`src/mod_macros.svh`:
```
`ifndef MOD_MACROS_SVH
`define MOD_MACROS_SVH

// sample memory geometry
`define MOD_IDX_W  10
`define MOD_DEPTH  1024
`define MOD_DATA_W 8

// wishbone port widths
`define WB_ADR_W 12
`define WB_DAT_W 32

// register word addresses, taken from adr[2:0]
`define REG_CYCLE_0    3'd0
`define REG_FREQ_DIV_0 3'd1
`define REG_CYCLE_1    3'd2
`define REG_FREQ_DIV_1 3'd3
`define REG_REP        3'd4
`define REG_CTRL       3'd5

`endif

```
`src/mod_pkg.sv`:
```
`default_nettype none

`include "mod_macros.svh"

package mod_pkg;

  // everything the host programs through the register map
  typedef struct packed {
    logic [`WB_DAT_W-1:0] cycle_0;     // last index of segment 0
    logic [`WB_DAT_W-1:0] freq_div_0;  // clocks per index step, never 0
    logic [`WB_DAT_W-1:0] cycle_1;
    logic [`WB_DAT_W-1:0] freq_div_1;
    logic [`WB_DAT_W-1:0] rep;         // all ones plays forever
    logic                 req_segment;
  } mod_settings_t;

  // free running indices from the timer
  typedef struct packed {
    logic [`MOD_IDX_W-1:0] idx_0;
    logic [`MOD_IDX_W-1:0] idx_1;
    logic                  wrap_0;  // high in the first cycle of idx_0 == 0
    logic                  wrap_1;
  } mod_cnt_t;

  // one sample write into the buffer
  typedef struct packed {
    logic                   segment;
    logic [`MOD_IDX_W-1:0]  addr;
    logic [`MOD_DATA_W-1:0] sample;
  } mod_wr_t;

  // what leaves the sequencer each cycle
  typedef struct packed {
    logic [`MOD_DATA_W-1:0] sample;
    logic                   segment;
    logic                   stop;
  } mod_out_t;

endpackage

`default_nettype wire

```
`src/mod_timer.sv`:
```
`default_nettype none

`include "mod_macros.svh"

module mod_timer import mod_pkg::*; (
  input  wire logic    CLK,
  input  wire logic    rst,
  input  mod_settings_t settings,
  input  wire logic    restart_0,
  input  wire logic    restart_1,
  output mod_cnt_t     cnt
);

  // both segments run the same counter pair, indexed 0 and 1
  logic [1:0][`WB_DAT_W-1:0]  div;
  logic [1:0][`MOD_IDX_W-1:0] last;
  logic [1:0]                 restart;
  logic [1:0][`WB_DAT_W-1:0]  presc;
  logic [1:0][`MOD_IDX_W-1:0] idx;
  logic [1:0]                 wrap;

  always_comb begin
    div[0]     = settings.freq_div_0;
    div[1]     = settings.freq_div_1;
    last[0]    = settings.cycle_0[`MOD_IDX_W-1:0];
    last[1]    = settings.cycle_1[`MOD_IDX_W-1:0];
    restart[0] = restart_0;
    restart[1] = restart_1;
  end

  // the index steps on the same edge that the prescaler wraps
  always_ff @(posedge CLK) begin
    if (rst) begin
      presc <= '0;
      idx   <= '0;
      wrap  <= '0;
    end else begin
      for (int i = 0; i < 2; i++) begin
        wrap[i] <= 1'b0;
        if (restart[i]) begin
          presc[i] <= '0;
          idx[i]   <= '0;
        end else if (presc[i] >= div[i] - 1) begin
          presc[i] <= '0;
          if (idx[i] >= last[i]) begin
            idx[i]  <= '0;
            wrap[i] <= 1'b1; // start of a new period
          end else begin
            idx[i] <= idx[i] + 1'b1;
          end
        end else begin
          presc[i] <= presc[i] + 1'b1;
        end
      end
    end
  end

  always_comb begin
    cnt.idx_0  = idx[0];
    cnt.idx_1  = idx[1];
    cnt.wrap_0 = wrap[0];
    cnt.wrap_1 = wrap[1];
  end

  // a new cycle value lands together with restart, so that cycle is exempt
  for (genvar g = 0; g < 2; g++) begin : g_chk
    a_idx_range: assert property (@(posedge CLK) disable iff (rst)
      !restart[g] |-> idx[g] <= last[g]);
  end

endmodule

`default_nettype wire

```
`config.mk`:
```
export PLATFORM = sky130hd
export DESIGN_NAME = mod_timer
export DESIGN_NICKNAME = d
export VERILOG_FILES = /design/src/mod_pkg.sv /design/src/mod_timer.sv
export VERILOG_INCLUDE_DIRS = /design/src
export SDC_FILE = /design/constraint.sdc
export NUM_CORES = 1
export LEC_CHECK = 0
export ABC_AREA = 1
export BUFFER_PORTS_ARGS = -buffer_cell sky130_fd_sc_hd__buf_4
export CORE_MARGIN = 8
export CORE_UTILIZATION = 36
export CTS_BUF_LIST = sky130_fd_sc_hd__clkbuf_4 sky130_fd_sc_hd__clkbuf_8
export DETAILED_ROUTE_END_ITERATION = 10
export GPL_TIMING_DRIVEN = 0
export PLACE_DENSITY = 0.7
export RECOVER_POWER = 100
export SETUP_SLACK_MARGIN = 0.02
export SLEW_MARGIN = 20
export SYNTH_ARGS = -nofsm -noshare
export SYNTH_HDL_FRONTEND = slang
export SYNTH_SLANG_ARGS = --single-unit
export TNS_END_PERCENT = 100
```
`constraint.sdc`:
```
create_clock -name CLK -period 2.6 [get_ports CLK]
set_input_delay 0.13 -clock CLK [delete_from_list [all_inputs] [get_ports CLK]]
set_output_delay 0.13 -clock CLK [all_outputs]
set_load 0.1 [all_outputs]
```
## Yosys cells after proc, flatten, opt, wreduce, memory -nomap -nowiden

Index checks and enable logic that the tools add are counted.

| storage, ports and cells | value |
|---|---|
| output and inout port bits | 22 |
| flip-flop bits (word level) | 86 |
| word-level logic and storage cells | 28 |
| input bits | 165 |

| cells by class | value |
|---|---|
| reductions and logical operators | 6 |
| bitwise gates (word level) | 2 |
| muxes and demuxes | 4 |
| $add $sub $neg | 6 |
| magnitude comparators | 4 |

Operator list:

| operator | number |
|---|---|
| $add 32x1->32 const B | 2 |
| $ge 32x32->1 | 2 |
| $sub 32x1->32 const B | 2 |
| $add 10x1->10 const B | 2 |
| $ge 10x10->1 | 2 |
| $mux 10 | 2 |
| $reduce_or 3->1 | 4 |
| $reduce_or 2->1 | 2 |
| $mux 1 | 2 |
| $not 1->1 | 2 |

## Longest topological paths before layout

Gate-level depths: netlist of the first run.

| logic depth | value |
|---|---|
| word-level depth | 4 |
| gate-level depth with buffers | 22 |
| gate-level depth less buffers | 22 |

## Worst setup path after synthesis of the first run

No wires, ideal clock.

| timing path | value |
|---|---|
| path type | input to register |
| start | input settings[33] (netlist name) |
| end | register presc[60] (netlist name) |
| data required time | 2530 ps |
| library setup time | 70 ps |
| arrival | 2514 ps |
| setup slack | 16 ps |
| cell stages on the path | 17 |
| path through | inv_1 -> ha_1 -> nand2_1 -> nor2_2 -> nand3_1 -> nor3_1 -> nand4_1 -> xor2_1 -> ha_1 -> nand2_1 -> nor2_1 -> nand2_1 -> inv_1 -> a21oi_1 -> nand3_2 -> buf_2 -> a21oi_1 |

| between the ends | value |
|---|---|
| word-level cells in the longest chain between the ends | 3 |

Ends and longest elaborated chain:

| item | line | text |
|---|---|---|
| start, declared | mod_timer.sv:8 | `input mod_settings_t settings,` |
| $sub 32x1->32 | mod_timer.sv:43 | `end else if (presc[i] >= div[i] - 1) begin` |
| $ge 32x32->1 | mod_timer.sv:43 |  |
| $reduce_or 3->1 (no source line) | n/a |  |
| end signal, assigned by index | mod_timer.sv:52 | `presc[i] <= presc[i] + 1'b1;` |
| end, declared | mod_timer.sv:18 | `` logic [1:0][`WB_DAT_W-1:0] presc; `` |

No other way between the ends.
A chain may end at the register's enable or synchronous reset.

## Worst setup path after layout of the first run

| timing path | value |
|---|---|
| start | input settings[98] (netlist name) |
| end | register presc[30] (netlist name) |

The elaborated chain is that of the path after synthesis.

==> results of run 1 <==
[timing repair]
| item | in CTS | in global routing |
|---|---|---|
| pin swaps | 7 | 45 |
| setup buffers | 7 | 18 |
| resized for setup | 26 | 156 |
| setup endpoints to repair | 85 | 86 |
| hold endpoints to repair | 0 | 0 |
| cloned | 0 | 6 |
[cell usage after synthesis, drive strengths merged]
library cell  number  share of area [%]
nand2            272                 13
nor2             224                 12
inv              166                7.9
ha                90                 14
dfxtp             86                 22
a21oi             63                4.0
nand3             63                4.5
xor2              55                6.1
xnor2             47                5.2
nor3              38                2.5
nand4             33                2.6
or2               21                1.7
o21ai             18                1.1
nor4              13                1.3
buf                8               0.51
a21o               5               0.48
and3               4               0.32
clkbuf             4               0.19
o21a               2               0.19
a32o               1               0.13
nand3b             1              0.095
[flip-flops by register name (all words and copies together) (netlist names)]
register / count
cnt: 20
presc: 64
wrap: 2
[power groups by stage]
stage,clock network [mW],logic (mW),registers [mW]
final,1.13,0.491,1.32
after global routing,1.21,0.550,1.32
after CTS,1.16,0.410,1.32
after detailed placement,0,0.392,1.35
after global placement,0,0.385,1.35
after floorplan,0,0.204,1.35
[worst max-delay path, delay by kind of cell]
family | cells | cell delay, ps
AOI/OAI and AO/OA | 2 | 180
and+or+nand+nor | 9 | 1370
xor gates and xnor gates | 1 | 140
adders and majority gates | 2 | 430
buffers and inverters | 5 | 570
[metrics by stage]
step	power, mW	TNS (ps)	instances	setup WS [ps]
after floorplan	1.56	0	1214	56.2
final	2.94	0	1650	78.2
after detailed placement	1.75	-69280	1603	-972
after CTS	2.89	0	1626	27.6
after global routing	3.08	-1830	1650	-85.6
after global placement	1.74	-67400	1603	-986
[kinds of logic after synthesis]
| kind of cell | synth area share [%] |
|---|---|
| XOR/XNOR | 11.3 |
| adder cells (fa/ha/maj) | 14.3 |
| flip-flops | 21.8 |
| buffers and inverters | 8.60 |
| AND/OR/NAND/NOR | 38.0 |
| AO/OA/AOI/OAI | 5.94 |
[per-layer routing]
layer	vias to the layer above	share of wire [%]	wire (um)	global-route usage, %
met2	161	49	10500	26.2
met5	-	0	0	0
met4	0	2.6	562	6.07
li1	4212	-	-	-
met1	3630	45	9540	18.6
met3	36	3.9	843	2.13
[worst paths after layout]
| path | endpoint | slack, ps |
|---|---|---|
| worst max-delay path | presc[30] | 80 |
| worst min-delay path | cnt[17] | 200 |
| worst max register to register | presc[30] | 570 |
| worst min register to register | presc[32] | 490 |
[area by class of cell]
cell class	count	area share [%]
multi-input combinational	952	59.5
sequential	86	16.9
timing repair buffer	138	10.6
inverter	166	6.27
tap	280	3.43
clock buffer	10	1.35
buffer	12	1.10
clock inverter	6	0.906
==> reports/metrics.json, run 1 <==
{
  "outcome": {
    "outcome": "complete, no violations"
  },
  "clocking": {
    "clkTransAtPathRegs_ps": 90,
    "cts.hold.buffers_added": 0,
    "ctsHtreeMaxLevel": 3,
    "cts_tree": "built",
    "tritoncts.num_buffers": 9,
    "cts_sinks": 86,
    "clock-root-buffer": "sky130_fd_sc_hd__clkbuf_8",
    "cts.path.max_buffers": 2,
    "clk-insertion-delay-late_ps": 390
  },
  "setup_path": {
    "criticalPathCategory": "input pin to register",
    "timing.critical_path.arrival_ps": 2840,
    "crit_path_top_delay_cell": "sky130_fd_sc_hd__ha_1",
    "worst_path_largest_cell_delay_ps": 290,
    "highest_fanout_seen_on_the_critical_path": 6,
    "r2r-start": "presc[0]",
    "worstPathCellList": "buf_8 > inv_8 > ha_4 > nand3_4 > nor2_4 > nand4_1 > nor2_2 > buf_4 > xor2_1 > inv_1 > ha_1 > nand2_2 > nor2_1 > nor2_1 > a21oi_2 > nor2_4 > nand3_4 > clkbuf_16 > a21oi_2",
    "cp-startpoint": "settings[98]",
    "critical_path.startpoint_type": "input pin",
    "endpoint_type_of_the_worst_setup_path": "register",
    "timing.critical_path.required_ps": 2920,
    "r2r_cells": 12
  },
  "logic_synthesis": {
    "yosys_warnings": 0,
    "synth_cell_type_count": 33,
    "syn_area_um2": 7880,
    "yosys_register_bits": 86,
    "syn-mean-instance-area_um2": 6.49,
    "syn_inst": 1214,
    "syn-num-nets": 1469,
    "sequential_element_share_of_the_synthesized_area_pct": 21.8
  },
  "timing": {
    "final-hold-violation-count": 0,
    "setup_violation_total_in_the_final_timing_report": 0,
    "unrepaired_setup_endpoints_after_global_routing": "yes",
    "final_period_minus_worst_setup_slack_ps": 2520,
    "final_skew_ps": 12.1,
    "whs_ps": 197,
    "worst_slew_margin_rel_pct": 21.2,
    "final_number_of_max_transition_violations": 0,
    "worst-slew-pin-transition_ps": 1190,
    "timing.fmax_ghz": 0.397,
    "final_min_period_over_clock_period_pct": 97.0
  },
  "placement": {
    "placement.io_buffers": 109,
    "place.detailed.hpwl_um": 16400,
    "routabilityCongestion": 0.855,
    "postPlaceCellArea_um2": 9050
  },
  "cells_and_area": {
    "most_frequent_standard_cell_in_the_layout_excluding_fill_and_tap_cells": "sky130_fd_sc_hd__nand2_1",
    "final_cell_area_um2": 10200,
    "fillCellCount": 2180,
    "multi_input_combinational_cell_area_um2": 6080,
    "final_net_count": 1620,
    "areaGrowthSynthToFinish_pct": 29.6,
    "drive_gt1_share_pct": 21.5,
    "layout.core_utilization_pct": 47.1,
    "final-seq-area_um2": 1720,
    "layout.cells.most_common_list": "250 x sky130_fd_sc_hd__nand2_1, 178 x sky130_fd_sc_hd__nor2_1, 148 x sky130_fd_sc_hd__inv_1",
    "insertedDiodeCount": 0
  },
  "grt": {
    "globalRouteTotalUtil_pct": 15.1,
    "gr-total-overflow": 0,
    "number_of_global_route_vias_before_repair": 7636,
    "first_pass_grt_wire_length_um": 34000,
    "maximum_number_of_pins_on_one_net_before_global_route_repair": 16,
    "antenna_found_initial": 0
  },
  "floorplan": {
    "die-height_um": 164,
    "design.portCount": 187,
    "initial_utilization_pct": 36.3,
    "core-area_um2": 21700,
    "die_width_um": 164,
    "dieArea_um2": 26900,
    "number_of_cell_rows": 54
  },
  "pwr": {
    "power.switching_fraction_pct": 27.6,
    "clock_power_share_pct": 38.3,
    "p_int_mw": 2.13,
    "pwr-share-comb_pct": 16.7,
    "power.share.sequential_pct": 45.0,
    "power.leakage_nw": 4.39,
    "power_density_nw_per_um2": 288,
    "peakVddDrop_mv": 0.188,
    "p_switching_mw": 0.812
  },
  "drt": {
    "remaining_drc_errors": 0,
    "route.vias.total": 8039,
    "drt_wl_total_um": 21400,
    "drtAntennaViolNets": 0,
    "post_detailed_route_via_to_cell_ratio": 4.87,
    "drt_pre_antenna_iters": 5,
    "wire_per_inst_um": 13.0,
    "detailedRoute.firstIterationViolations": 516
  },
  "hold_path": {
    "worst_hold_path.num_cells": 4,
    "min-delay-path-class": "input pin to register",
    "min_from": "restart_0"
  },
  "flow_run": {
    "max_cap_violations": 0
  }
}
(Power assumes the default switching activity.)
==> inputs of run 2 (changes only) <==
- CTS_BUF_LIST: sky130_fd_sc_hd__clkbuf_4 sky130_fd_sc_hd__clkbuf_8 -> default
==> run 2 against run 1 <==
  * Cell area decreased by 0.13%
  * Sequential power hardly changed
  * Register-to-register slack about the same
  * Count of clock-buffer cells in the layout did not move
  * Wire length fell by 1.1%
  * Combinational power fell by 2%
  * Clock skew is 3.5 ps lower
  * Maximum frequency up 1.3%
  * Setup slack gained 33 ps
  * Sequential share of layout area barely moved
  * Critical path type unchanged
  * Highest routed layer unchanged
==> reports/metrics.json, run 2 (synthesis gave the netlist of run 1 again) <==
{
  "cells_and_area": {
    "largest_register": "presc",
    "areaGrowthSynthToFinish_pct": 29.4,
    "final_net_count": {"value": 1616, "change": "-0.25%"},
    "finalNonFillerCells": {"value": 1646, "change": "-0.24%"},
    "largest_register_ffs": {"value": 64, "change": "unchanged"},
    "layout.core_utilization": {"value": 47.0, "unit": "%", "change": "-0.063 points"},
    "fillCellCount": {"value": 2181, "change": "+0.046%"},
    "layout.cells.most_common_list": "250 x sky130_fd_sc_hd__nand2_1, 174 x sky130_fd_sc_hd__nor2_1, 146 x sky130_fd_sc_hd__inv_1",
    "most_frequent_standard_cell_in_the_layout_excluding_fill_and_tap_cells": "sky130_fd_sc_hd__nand2_1",
    "insertedDiodeCount": {"value": 0, "change": "unchanged"},
    "drive_gt1_share": {"value": 21.1, "unit": "%", "change": "-0.38 points"}
  },
  "clocking": {
    "clk-insertion-delay-late": {"value": 350, "unit": "ps", "change": "-40 ps"},
    "clock-root-buffer": "sky130_fd_sc_hd__clkbuf_16",
    "tritoncts.num_buffers": {"value": 9, "change": "unchanged"},
    "cts.path.max_buffers": {"value": 2, "change": "unchanged"},
    "clkTransAtPathRegs": {"value": 60, "unit": "ps", "change": "-30 ps"},
    "cts_sinks": {"value": 86, "change": "unchanged"},
    "ctsHtreeMaxLevel": {"value": 3, "change": "unchanged"},
    "cts_tree": "built"
  },
  "setup_path": {
    "timing.critical_path.required": {"value": 2880, "unit": "ps", "change": "-40 ps"},
    "worstPathCellList": "buf_6 > nor3_4 > nand2_2 > nor2_4 > nand2_2 > nor2_4 > nand3_1 > xor2_1 > ha_1 > a21oi_1 > o21a_1 > nand2_1 > a21oi_4 > nand3_4 > clkbuf_16 > a21oi_2",
    "endpoint_type_of_the_worst_setup_path": "register",
    "cp-startpoint": "settings[34]",
    "criticalPathCategory": "input pin to register",
    "worst_path_largest_cell_delay": {"value": 270, "unit": "ps", "change": "-20 ps"},
    "critical_path.startpoint_type": "input pin",
    "critical_path_cell_count": {"value": 16, "change": "-3"},
    "r2r_cells": {"value": 8, "change": "-4"},
    "highest_fanout_seen_on_the_critical_path": {"value": 6, "change": "unchanged"},
    "r2r-start": "presc[55]",
    "cpLargestDelayFamily": "simple AND/OR/NAND/NOR gates",
    "crit_path_top_delay_cell": "sky130_fd_sc_hd__ha_1",
    "timing.critical_path.arrival": {"value": 2770, "unit": "ps", "change": "-70 ps"},
    "critical_path.n_buffers_inverters": {"value": 2, "change": "-3"}
  },
  "pwr": {
    "power.leakage": {"value": 4.36, "unit": "nW", "change": "-0.67%"},
    "peakVddDrop": {"value": 0.303, "unit": "mV", "change": "+62%"},
    "power_density": {"value": 319, "unit": "nW/um^2", "change": "+11%"}
  },
  "floorplan": {
    "design.portCount": {"value": 187, "change": "unchanged"},
    "dieArea": {"value": 26900, "unit": "um^2", "change": "unchanged"},
    "die_width": {"value": 164, "unit": "um", "change": "unchanged"},
    "die-height": {"value": 164, "unit": "um", "change": "unchanged"},
    "initial_utilization": {"value": 36.3, "unit": "%", "change": "unchanged"},
    "core-area": {"value": 21700, "unit": "um^2", "change": "unchanged"},
    "number_of_cell_rows": {"value": 54, "change": "unchanged"}
  },
  "drt": {
    "remaining_drc_errors": {"value": 0, "change": "unchanged"},
    "route.vias.total": {"value": 7990, "change": "-0.61%"},
    "wl_met3": {"value": 878, "unit": "um", "change": "+4.2%"},
    "drt_pre_antenna_iters": {"value": 5, "change": "unchanged"},
    "wire_per_inst": {"value": 12.9, "unit": "um", "change": "-0.90%"},
    "drtAntennaViolNets": {"value": 0, "change": "unchanged"},
    "top_signal_layer_used": "met4",
    "detail_route.wirelength.met1": {"value": 9490, "unit": "um", "change": "-0.49%"},
    "post_detailed_route_via_to_cell_ratio": {"value": 4.85, "change": "-0.37%"},
    "drt_wl_total": {"value": 21200, "unit": "um", "change": "-1.1%"},
    "wl_met2": {"value": 10200, "unit": "um", "change": "-2.1%"},
    "detailedRoute.firstIterationViolations": {"value": 434, "change": "-16%"}
  },
  "flow_run": {
    "max_cap_violations": {"value": 0, "change": "unchanged"}
  },
  "grt": {
    "number_of_global_route_vias_before_repair": {"value": 7675, "change": "+0.51%"},
    "antenna_found_initial": {"value": 0, "change": "unchanged"},
    "maximum_number_of_pins_on_one_net_before_global_route_repair": {"value": 16, "change": "unchanged"},
    "gr-total-overflow": {"value": 0, "change": "unchanged"},
    "globalRouteTotalUtil": {"value": 15.2, "unit": "%", "change": "+0.085 points"},
    "first_pass_grt_wire_length": {"value": 34200, "unit": "um", "change": "+0.61%"}
  },
  "hold_path": {
    "min-delay-path-class": "input pin to register",
    "min_from": "restart_0",
    "worst_hold_path.num_cells": {"value": 4, "change": "unchanged"}
  },
  "timing": {
    "final_period_minus_worst_setup_slack": {"value": 2490, "unit": "ps", "change": "-32.9 ps"},
    "final-hold-violation-count": {"value": 0, "change": "unchanged"},
    "worst_slew_margin_rel": {"value": 21.2, "unit": "%", "change": "unchanged"},
    "final_min_period_over_clock_period": {"value": 95.7, "unit": "%", "change": "-1.3 points"},
    "setup_violation_total_in_the_final_timing_report": {"value": 0, "change": "unchanged"},
    "unrepaired_setup_endpoints_after_global_routing": "yes",
    "timing.fmax": {"value": 0.402, "unit": "GHz", "change": "+1.3%"},
    "totalNegativeSetupSlack": {"value": 0, "unit": "ps", "change": "unchanged"},
    "fin_ws": {"value": 111, "unit": "ps", "change": "+32.9 ps"},
    "final_number_of_max_transition_violations": {"value": 0, "change": "unchanged"},
    "final_skew": {"value": 8.61, "unit": "ps", "change": "-3.52 ps"},
    "worst-slew-pin-transition": {"value": 1190, "unit": "ps", "change": "-0.000209 ps"}
  },
  "placement": {
    "place.detailed.hpwl": {"value": 16400, "unit": "um", "change": "unchanged"},
    "dp_worst_setup_slack": {"value": -972, "unit": "ps", "change": "unchanged"},
    "dp.cells": {"value": 1603, "change": "unchanged"},
    "routabilityCongestion": {"value": 0.855, "change": "unchanged"},
    "placement.io_buffers": {"value": 109, "change": "unchanged"}
  },
  "outcome": {
    "outcome": "complete, no violations"
  }
}
## run 2: path summary, 6_finish.rpt
kind,end,slack (ps)
setup / recovery,presc[55],110
hold reg to reg,presc[31],480
setup reg to reg,presc[55],580
hold / removal,cnt[17],270
## run 2: what timing repair did
item                                    in CTS  in global routing
cloned                                       0                  3
resized for setup                           32                142
pin swaps                                   12                 42
hold buffers                                 0                  0
buffers inserted                             9                 15
endpoints found under the setup margin      85                 86
## run 2: metrics by stage
stage                     power [mW]  instance area (um^2)  hold WS, ps
after detailed placement        1.75                  9050          460
final                           3.26                 10200          266
after global placement          1.74                  9050          454
after CTS                       3.23                  9580          223
after global routing            3.40                 10200          317
after floorplan                 1.56                  7890          383
## run 2: power by group
group / internal, mW / total (mW) / switching, mW
combinational: 0.228 / 0.482 / 0.254
sequential: 1.32 / 1.32 / 0.00446
clock: 0.877 / 1.45 / 0.572
total: 2.42 / 3.26 / 0.831
## run 2: layout make-up
cell class,instances,area [um^2],area share (%)
multi-input combinational,951,6050,59.3
sequential,86,1720,16.9
timing repair buffer,135,1010,9.91
inverter,166,641,6.28
tap,280,350,3.43
clock buffer,10,239,2.34
buffer,12,101,0.993
clock inverter,6,92.6,0.908
## run 2: routing by layer
layer	track usage, %	vias to the layer above
met5	0	-
met4	6.40	0
met3	2.11	36
met2	26.3	156
met1	18.6	3597
li1	-	4201
## run 2: worst register-to-register path: cells and delay by family, from the launching register on
kind | cells | cell delay, ps
AOI/OAI and AO/OA | 4 | 630
adders and majority gates | 1 | 290
buffers and inverters | 1 | 250
DFF | 1 | 450
and+or+nand+nor | 2 | 330
==> inputs of run 3 (changes only) <==
- ABC_AREA: 1 -> default
- PLACE_DENSITY: 0.7 -> 0.72
==> run 3 against run 2 <==
  * The run now ends with negative setup slack left
  * Sequential power is essentially flat
  * Synthesized cell count shrank 34%
  * Die area shrank 13%
  * Cell count shrank 28%
  * Cell area shrank 12%
  * Count of clock-buffer cells in the layout is the same
  * Maximum frequency shrank 29%
==> reports/metrics.json, run 3 <==
{
  "outcome": {
    "outcome": "finished, violations left",
    "violations": "negative setup slack"
  },
  "placement": {
    "postPlaceCellArea": {"value": 7940, "unit": "um^2", "change": "-12%"},
    "place.detailed.hpwl": {"value": 13500, "unit": "um", "change": "-18%"},
    "routabilityCongestion": {"value": 0.815, "change": "-4.6%"},
    "dp_worst_setup_slack": {"value": -1580, "unit": "ps", "change": "-606 ps"},
    "placement.io_buffers": {"value": 109, "change": "unchanged"}
  },
  "clocking": {
    "cts_sinks": {"value": 86, "change": "unchanged"},
    "cts.path.max_buffers": {"value": 2, "change": "unchanged"},
    "clkTransAtPathRegs": {"value": 70, "unit": "ps", "change": "about the same"},
    "tritoncts.num_buffers": {"value": 9, "change": "unchanged"},
    "cts_tree": "built",
    "clock-root-buffer": "sky130_fd_sc_hd__clkbuf_16",
    "cts.hold.buffers_added": {"value": 0, "change": "unchanged"},
    "clk-insertion-delay-late": {"value": 350, "unit": "ps", "change": "about the same"},
    "ctsHtreeMaxLevel": {"value": 3, "change": "unchanged"}
  },
  "timing": {
    "fin_ws": {"value": -888, "unit": "ps", "change": "-999 ps"},
    "timing.fmax": {"value": 0.287, "unit": "GHz", "change": "-29%"},
    "final_number_of_max_transition_violations": {"value": 0, "change": "unchanged"},
    "final_skew": {"value": 15.2, "unit": "ps", "change": "+6.56 ps"},
    "worst-slew-pin-transition": {"value": 1280, "unit": "ps", "change": "+90.7 ps"},
    "final_period_minus_worst_setup_slack": {"value": 3490, "unit": "ps", "change": "+999 ps"},
    "worst_slew_margin_rel": {"value": 15.2, "unit": "%", "change": "-6.0 points"},
    "final_min_period_over_clock_period": {"value": 134, "unit": "%", "change": "+38 points"},
    "final-hold-violation-count": {"value": 0, "change": "unchanged"},
    "setup_violation_total_in_the_final_timing_report": {"value": 86, "change": "+86"},
    "unrepaired_setup_endpoints_after_global_routing": "yes",
    "totalNegativeSetupSlack": {"value": -72010, "unit": "ps", "change": "-72,010 ps"}
  },
  "pwr": {
    "peakVddDrop": {"value": 0.291, "unit": "mV", "change": "-3.9%"},
    "power_density": {"value": 342, "unit": "nW/um^2", "change": "+7.3%"},
    "power.leakage": {"value": 3.49, "unit": "nW", "change": "-20%"}
  },
  "drt": {
    "post_detailed_route_via_to_cell_ratio": {"value": 5.29, "change": "+9.0%"},
    "drt_pre_antenna_iters": {"value": 5, "change": "unchanged"},
    "route.vias.total": {"value": 6310, "change": "-21%"},
    "wire_per_inst": {"value": 15.2, "unit": "um", "change": "+18%"},
    "drtAntennaViolNets": {"value": 0, "change": "unchanged"},
    "remaining_drc_errors": {"value": 0, "change": "unchanged"},
    "detailedRoute.firstIterationViolations": {"value": 288, "change": "-34%"},
    "drt_wl_total": {"value": 18100, "unit": "um", "change": "-14%"}
  },
  "grt": {
    "maximum_number_of_pins_on_one_net_before_global_route_repair": {"value": 16, "change": "unchanged"},
    "antenna_found_initial": {"value": 0, "change": "unchanged"},
    "first_pass_grt_wire_length": {"value": 30700, "unit": "um", "change": "-10%"},
    "gr-total-overflow": {"value": 0, "change": "unchanged"},
    "globalRouteTotalUtil": {"value": 15.5, "unit": "%", "change": "+0.29 points"},
    "number_of_global_route_vias_before_repair": {"value": 6386, "change": "-17%"}
  },
  "setup_path": {
    "highest_fanout_seen_on_the_critical_path": {"value": 7, "change": "+1"},
    "criticalPathCategory": "input pin to register",
    "timing.critical_path.required": {"value": 2880, "unit": "ps", "change": "about the same"},
    "r2r_cells": {"value": 9, "change": "+1"},
    "critical_path.startpoint_type": "input pin",
    "reg2reg_setup_slack": {"value": -20, "unit": "ps", "change": "-600 ps"},
    "r2r-start": "presc[0]",
    "endpoint_type_of_the_worst_setup_path": "register",
    "reg2reg_to": "presc[7]",
    "timing.critical_path.arrival": {"value": 3770, "unit": "ps", "change": "+1000 ps"}
  },
  "floorplan": {
    "die_width": {"value": 153, "unit": "um", "change": "-6.9%"},
    "die-height": {"value": 153, "unit": "um", "change": "-6.9%"},
    "core-area": {"value": 18500, "unit": "um^2", "change": "-15%"},
    "number_of_cell_rows": {"value": 50, "change": "-7.4%"},
    "design.portCount": {"value": 187, "change": "unchanged"},
    "dieArea": {"value": 23300, "unit": "um^2", "change": "-13%"},
    "initial_utilization": {"value": 36.3, "unit": "%", "change": "-0.075 points"}
  },
  "logic_synthesis": {
    "synthDominantCellAreaShare": {"value": 25.6, "unit": "%", "change": "+3.8 points"},
    "sequential_element_share_of_the_synthesized_area": {"value": 25.6, "unit": "%", "change": "+3.8 points"},
    "yosys_warnings": {"value": 0, "change": "unchanged"},
    "synth_cell_type_count": {"value": 52, "change": "+58%"},
    "synth_area_leaders": "sky130_fd_sc_hd__dfxtp_1 26%, sky130_fd_sc_hd__ha_1 17%, sky130_fd_sc_hd__xnor2_1 8.3%",
    "syn_inst": {"value": 804, "change": "-34%"},
    "yosys_register_bits": {"value": 86, "change": "unchanged"},
    "dominantRegCellSynth": "sky130_fd_sc_hd__dfxtp_1",
    "syn-num-nets": {"value": 1059, "change": "-28%"},
    "syn_area": {"value": 6720, "unit": "um^2", "change": "-15%"},
    "async_reset_ff_share": {"value": 0, "unit": "%", "change": "unchanged"},
    "netlist_top_cells_count": "107 x sky130_fd_sc_hd__nor2_1, 90 x sky130_fd_sc_hd__ha_1, 86 x sky130_fd_sc_hd__dfxtp_1",
    "yosysMostFrequentCell": "sky130_fd_sc_hd__nor2_1",
    "synth_top_cell_by_area": "sky130_fd_sc_hd__dfxtp_1",
    "syn-mean-instance-area": {"value": 8.35, "unit": "um^2", "change": "+29%"},
    "synth_enable_flop_cells": {"value": 0, "change": "unchanged"}
  },
  "cells_and_area": {
    "largest_register_ffs": {"value": 64, "change": "unchanged"},
    "multi_input_combinational_cell_area": {"value": 5360, "unit": "um^2", "change": "-11%"},
    "layout.cells.most_common_list": "97 x sky130_fd_sc_hd__buf_4, 90 x sky130_fd_sc_hd__ha_1, 86 x sky130_fd_sc_hd__dfxtp_1",
    "final_cell_area": {"value": 8980, "unit": "um^2", "change": "-12%"},
    "fillCellCount": {"value": 1716, "change": "-21%"},
    "insertedDiodeCount": {"value": 0, "change": "unchanged"},
    "largest_register": "presc",
    "drive_gt1_share": {"value": 25.1, "unit": "%", "change": "+4.0 points"},
    "final_net_count": {"value": 1209, "change": "-25%"},
    "most_frequent_standard_cell_in_the_layout_excluding_fill_and_tap_cells": "sky130_fd_sc_hd__buf_4",
    "final-seq-area": {"value": 1720, "unit": "um^2", "change": "unchanged"},
    "areaGrowthSynthToFinish_pct": 33.8
  },
  "hold_path": {
    "min_from": "restart_1",
    "worst_hold_path.num_cells": {"value": 3, "change": "-1"},
    "min-delay-path-class": "input pin to register",
    "hold_path_end": "cnt[11]"
  },
  "flow_run": {
    "max_cap_violations": {"value": 0, "change": "unchanged"}
  }
}
run 3: cell types whose count changed after synthesis, moves of 11 or more:
cell | before | now
sky130_fd_sc_hd__nand2_1 | 268 | 60
sky130_fd_sc_hd__inv_1 | 153 | 35
sky130_fd_sc_hd__nor2_1 | 207 | 107
sky130_fd_sc_hd__a21oi_1 | 63 | 26
sky130_fd_sc_hd__nand3_1 | 55 | 38
sky130_fd_sc_hd__xnor2_1 | 47 | 64
sky130_fd_sc_hd__and3_1 | 4 | 20
sky130_fd_sc_hd__o21ai_0 | 14 | 28
sky130_fd_sc_hd__a32o_1 | 1 | 14
sky130_fd_sc_hd__inv_2 | 13 | 0
sky130_fd_sc_hd__nor3b_1 | 0 | 13
sky130_fd_sc_hd__nand4_1 | 33 | 22
sky130_fd_sc_hd__or3_1 | 0 | 11
run 3: cell families after synthesis:
family | Yosys count | synth area share, %
AO/OA/AOI/OAI | 102 | 10.4
adder cells (fa/ha/maj) | 90 | 16.8
AND/OR/NAND/NOR | 360 | 29.0
buffers and inverters | 46 | 2.57
XOR/XNOR | 120 | 15.7
flip-flops | 86 | 25.6
run 3: layout make-up:
type | count | area share, %
clock inverter | 6 | 0.794
multi-input combinational | 673 | 59.6
timing repair buffer | 138 | 11.8
sequential | 86 | 19.2
clock buffer | 10 | 2.55
tap | 234 | 3.26
buffer | 11 | 1.42
inverter | 35 | 1.46
run 3: per-layer routing:
| metal | vias up | wire length (um) | GRT usage, % |
|---|---|---|---|
| li1 | 3180 | - | - |
| met1 | 2978 | 8130 | 19.3 |
| met2 | 128 | 8970 | 26.6 |
| met3 | 24 | 681 | 2.81 |
| met4 | 0 | 312 | 5.04 |
| met5 | - | 0 | 0 |
run 3: critical path, cell delays in order:
cell	delay, ps
sky130_fd_sc_hd__buf_4	120
sky130_fd_sc_hd__or3_1	380
sky130_fd_sc_hd__or3_4	380
sky130_fd_sc_hd__or4_4	450
sky130_fd_sc_hd__nor3_4	180
sky130_fd_sc_hd__xnor2_2	140
sky130_fd_sc_hd__ha_1	270
sky130_fd_sc_hd__a21oi_1	150
sky130_fd_sc_hd__nand2_1	70
sky130_fd_sc_hd__a21oi_1	160
sky130_fd_sc_hd__or4b_4	530
sky130_fd_sc_hd__a31oi_4	310
sky130_fd_sc_hd__nand2_4	190
sky130_fd_sc_hd__clkbuf_16	220
sky130_fd_sc_hd__nor2_4	70
run 3: metrics by stage:
stage / hold WS [ps] / power, mW / instances / utilization [%]
3_3_place_gp: 443 / 1.71 / 1147 / 42.9
3_5_place_dp: 458 / 1.71 / 1147 / 42.9
4_1_cts: 238 / 3.09 / 1184 / 47.5
6_report: 252 / 3.07 / 1193 / 48.5
2_1_floorplan: 363 / 1.52 / 804 / -
5_1_grt: 250 / 3.20 / 1193 / 48.5
run 3: power by group:
| part | switching (mW) | internal, mW | leakage [nW] |
|---|---|---|---|
| Combinational | 0.213 | 0.217 | 2.66 |
| Clock | 0.567 | 0.752 | 0.139 |
| Sequential | 0.00578 | 1.32 | 0.693 |
run 3: what timing repair did:
| action | in CTS | in global routing |
|---|---|---|
| setup endpoints to repair | 86 | 86 |
| buffers inserted | 14 | 10 |
| cloned | 7 | 0 |
| pin swaps | 57 | 10 |
| resized for setup | 84 | 58 |
run 3: how the worst max path moves through the flow:
stage                  startpoint        end  cells past startpoint
CTS                  settings[39]     cnt[6]                     17
detailed placement  settings[104]  presc[11]                     16
global route        settings[111]  presc[19]                     17
finish              settings[104]   presc[7]                     15
global placement    settings[104]   presc[4]                     16
floorplan            settings[42]     cnt[2]                     15
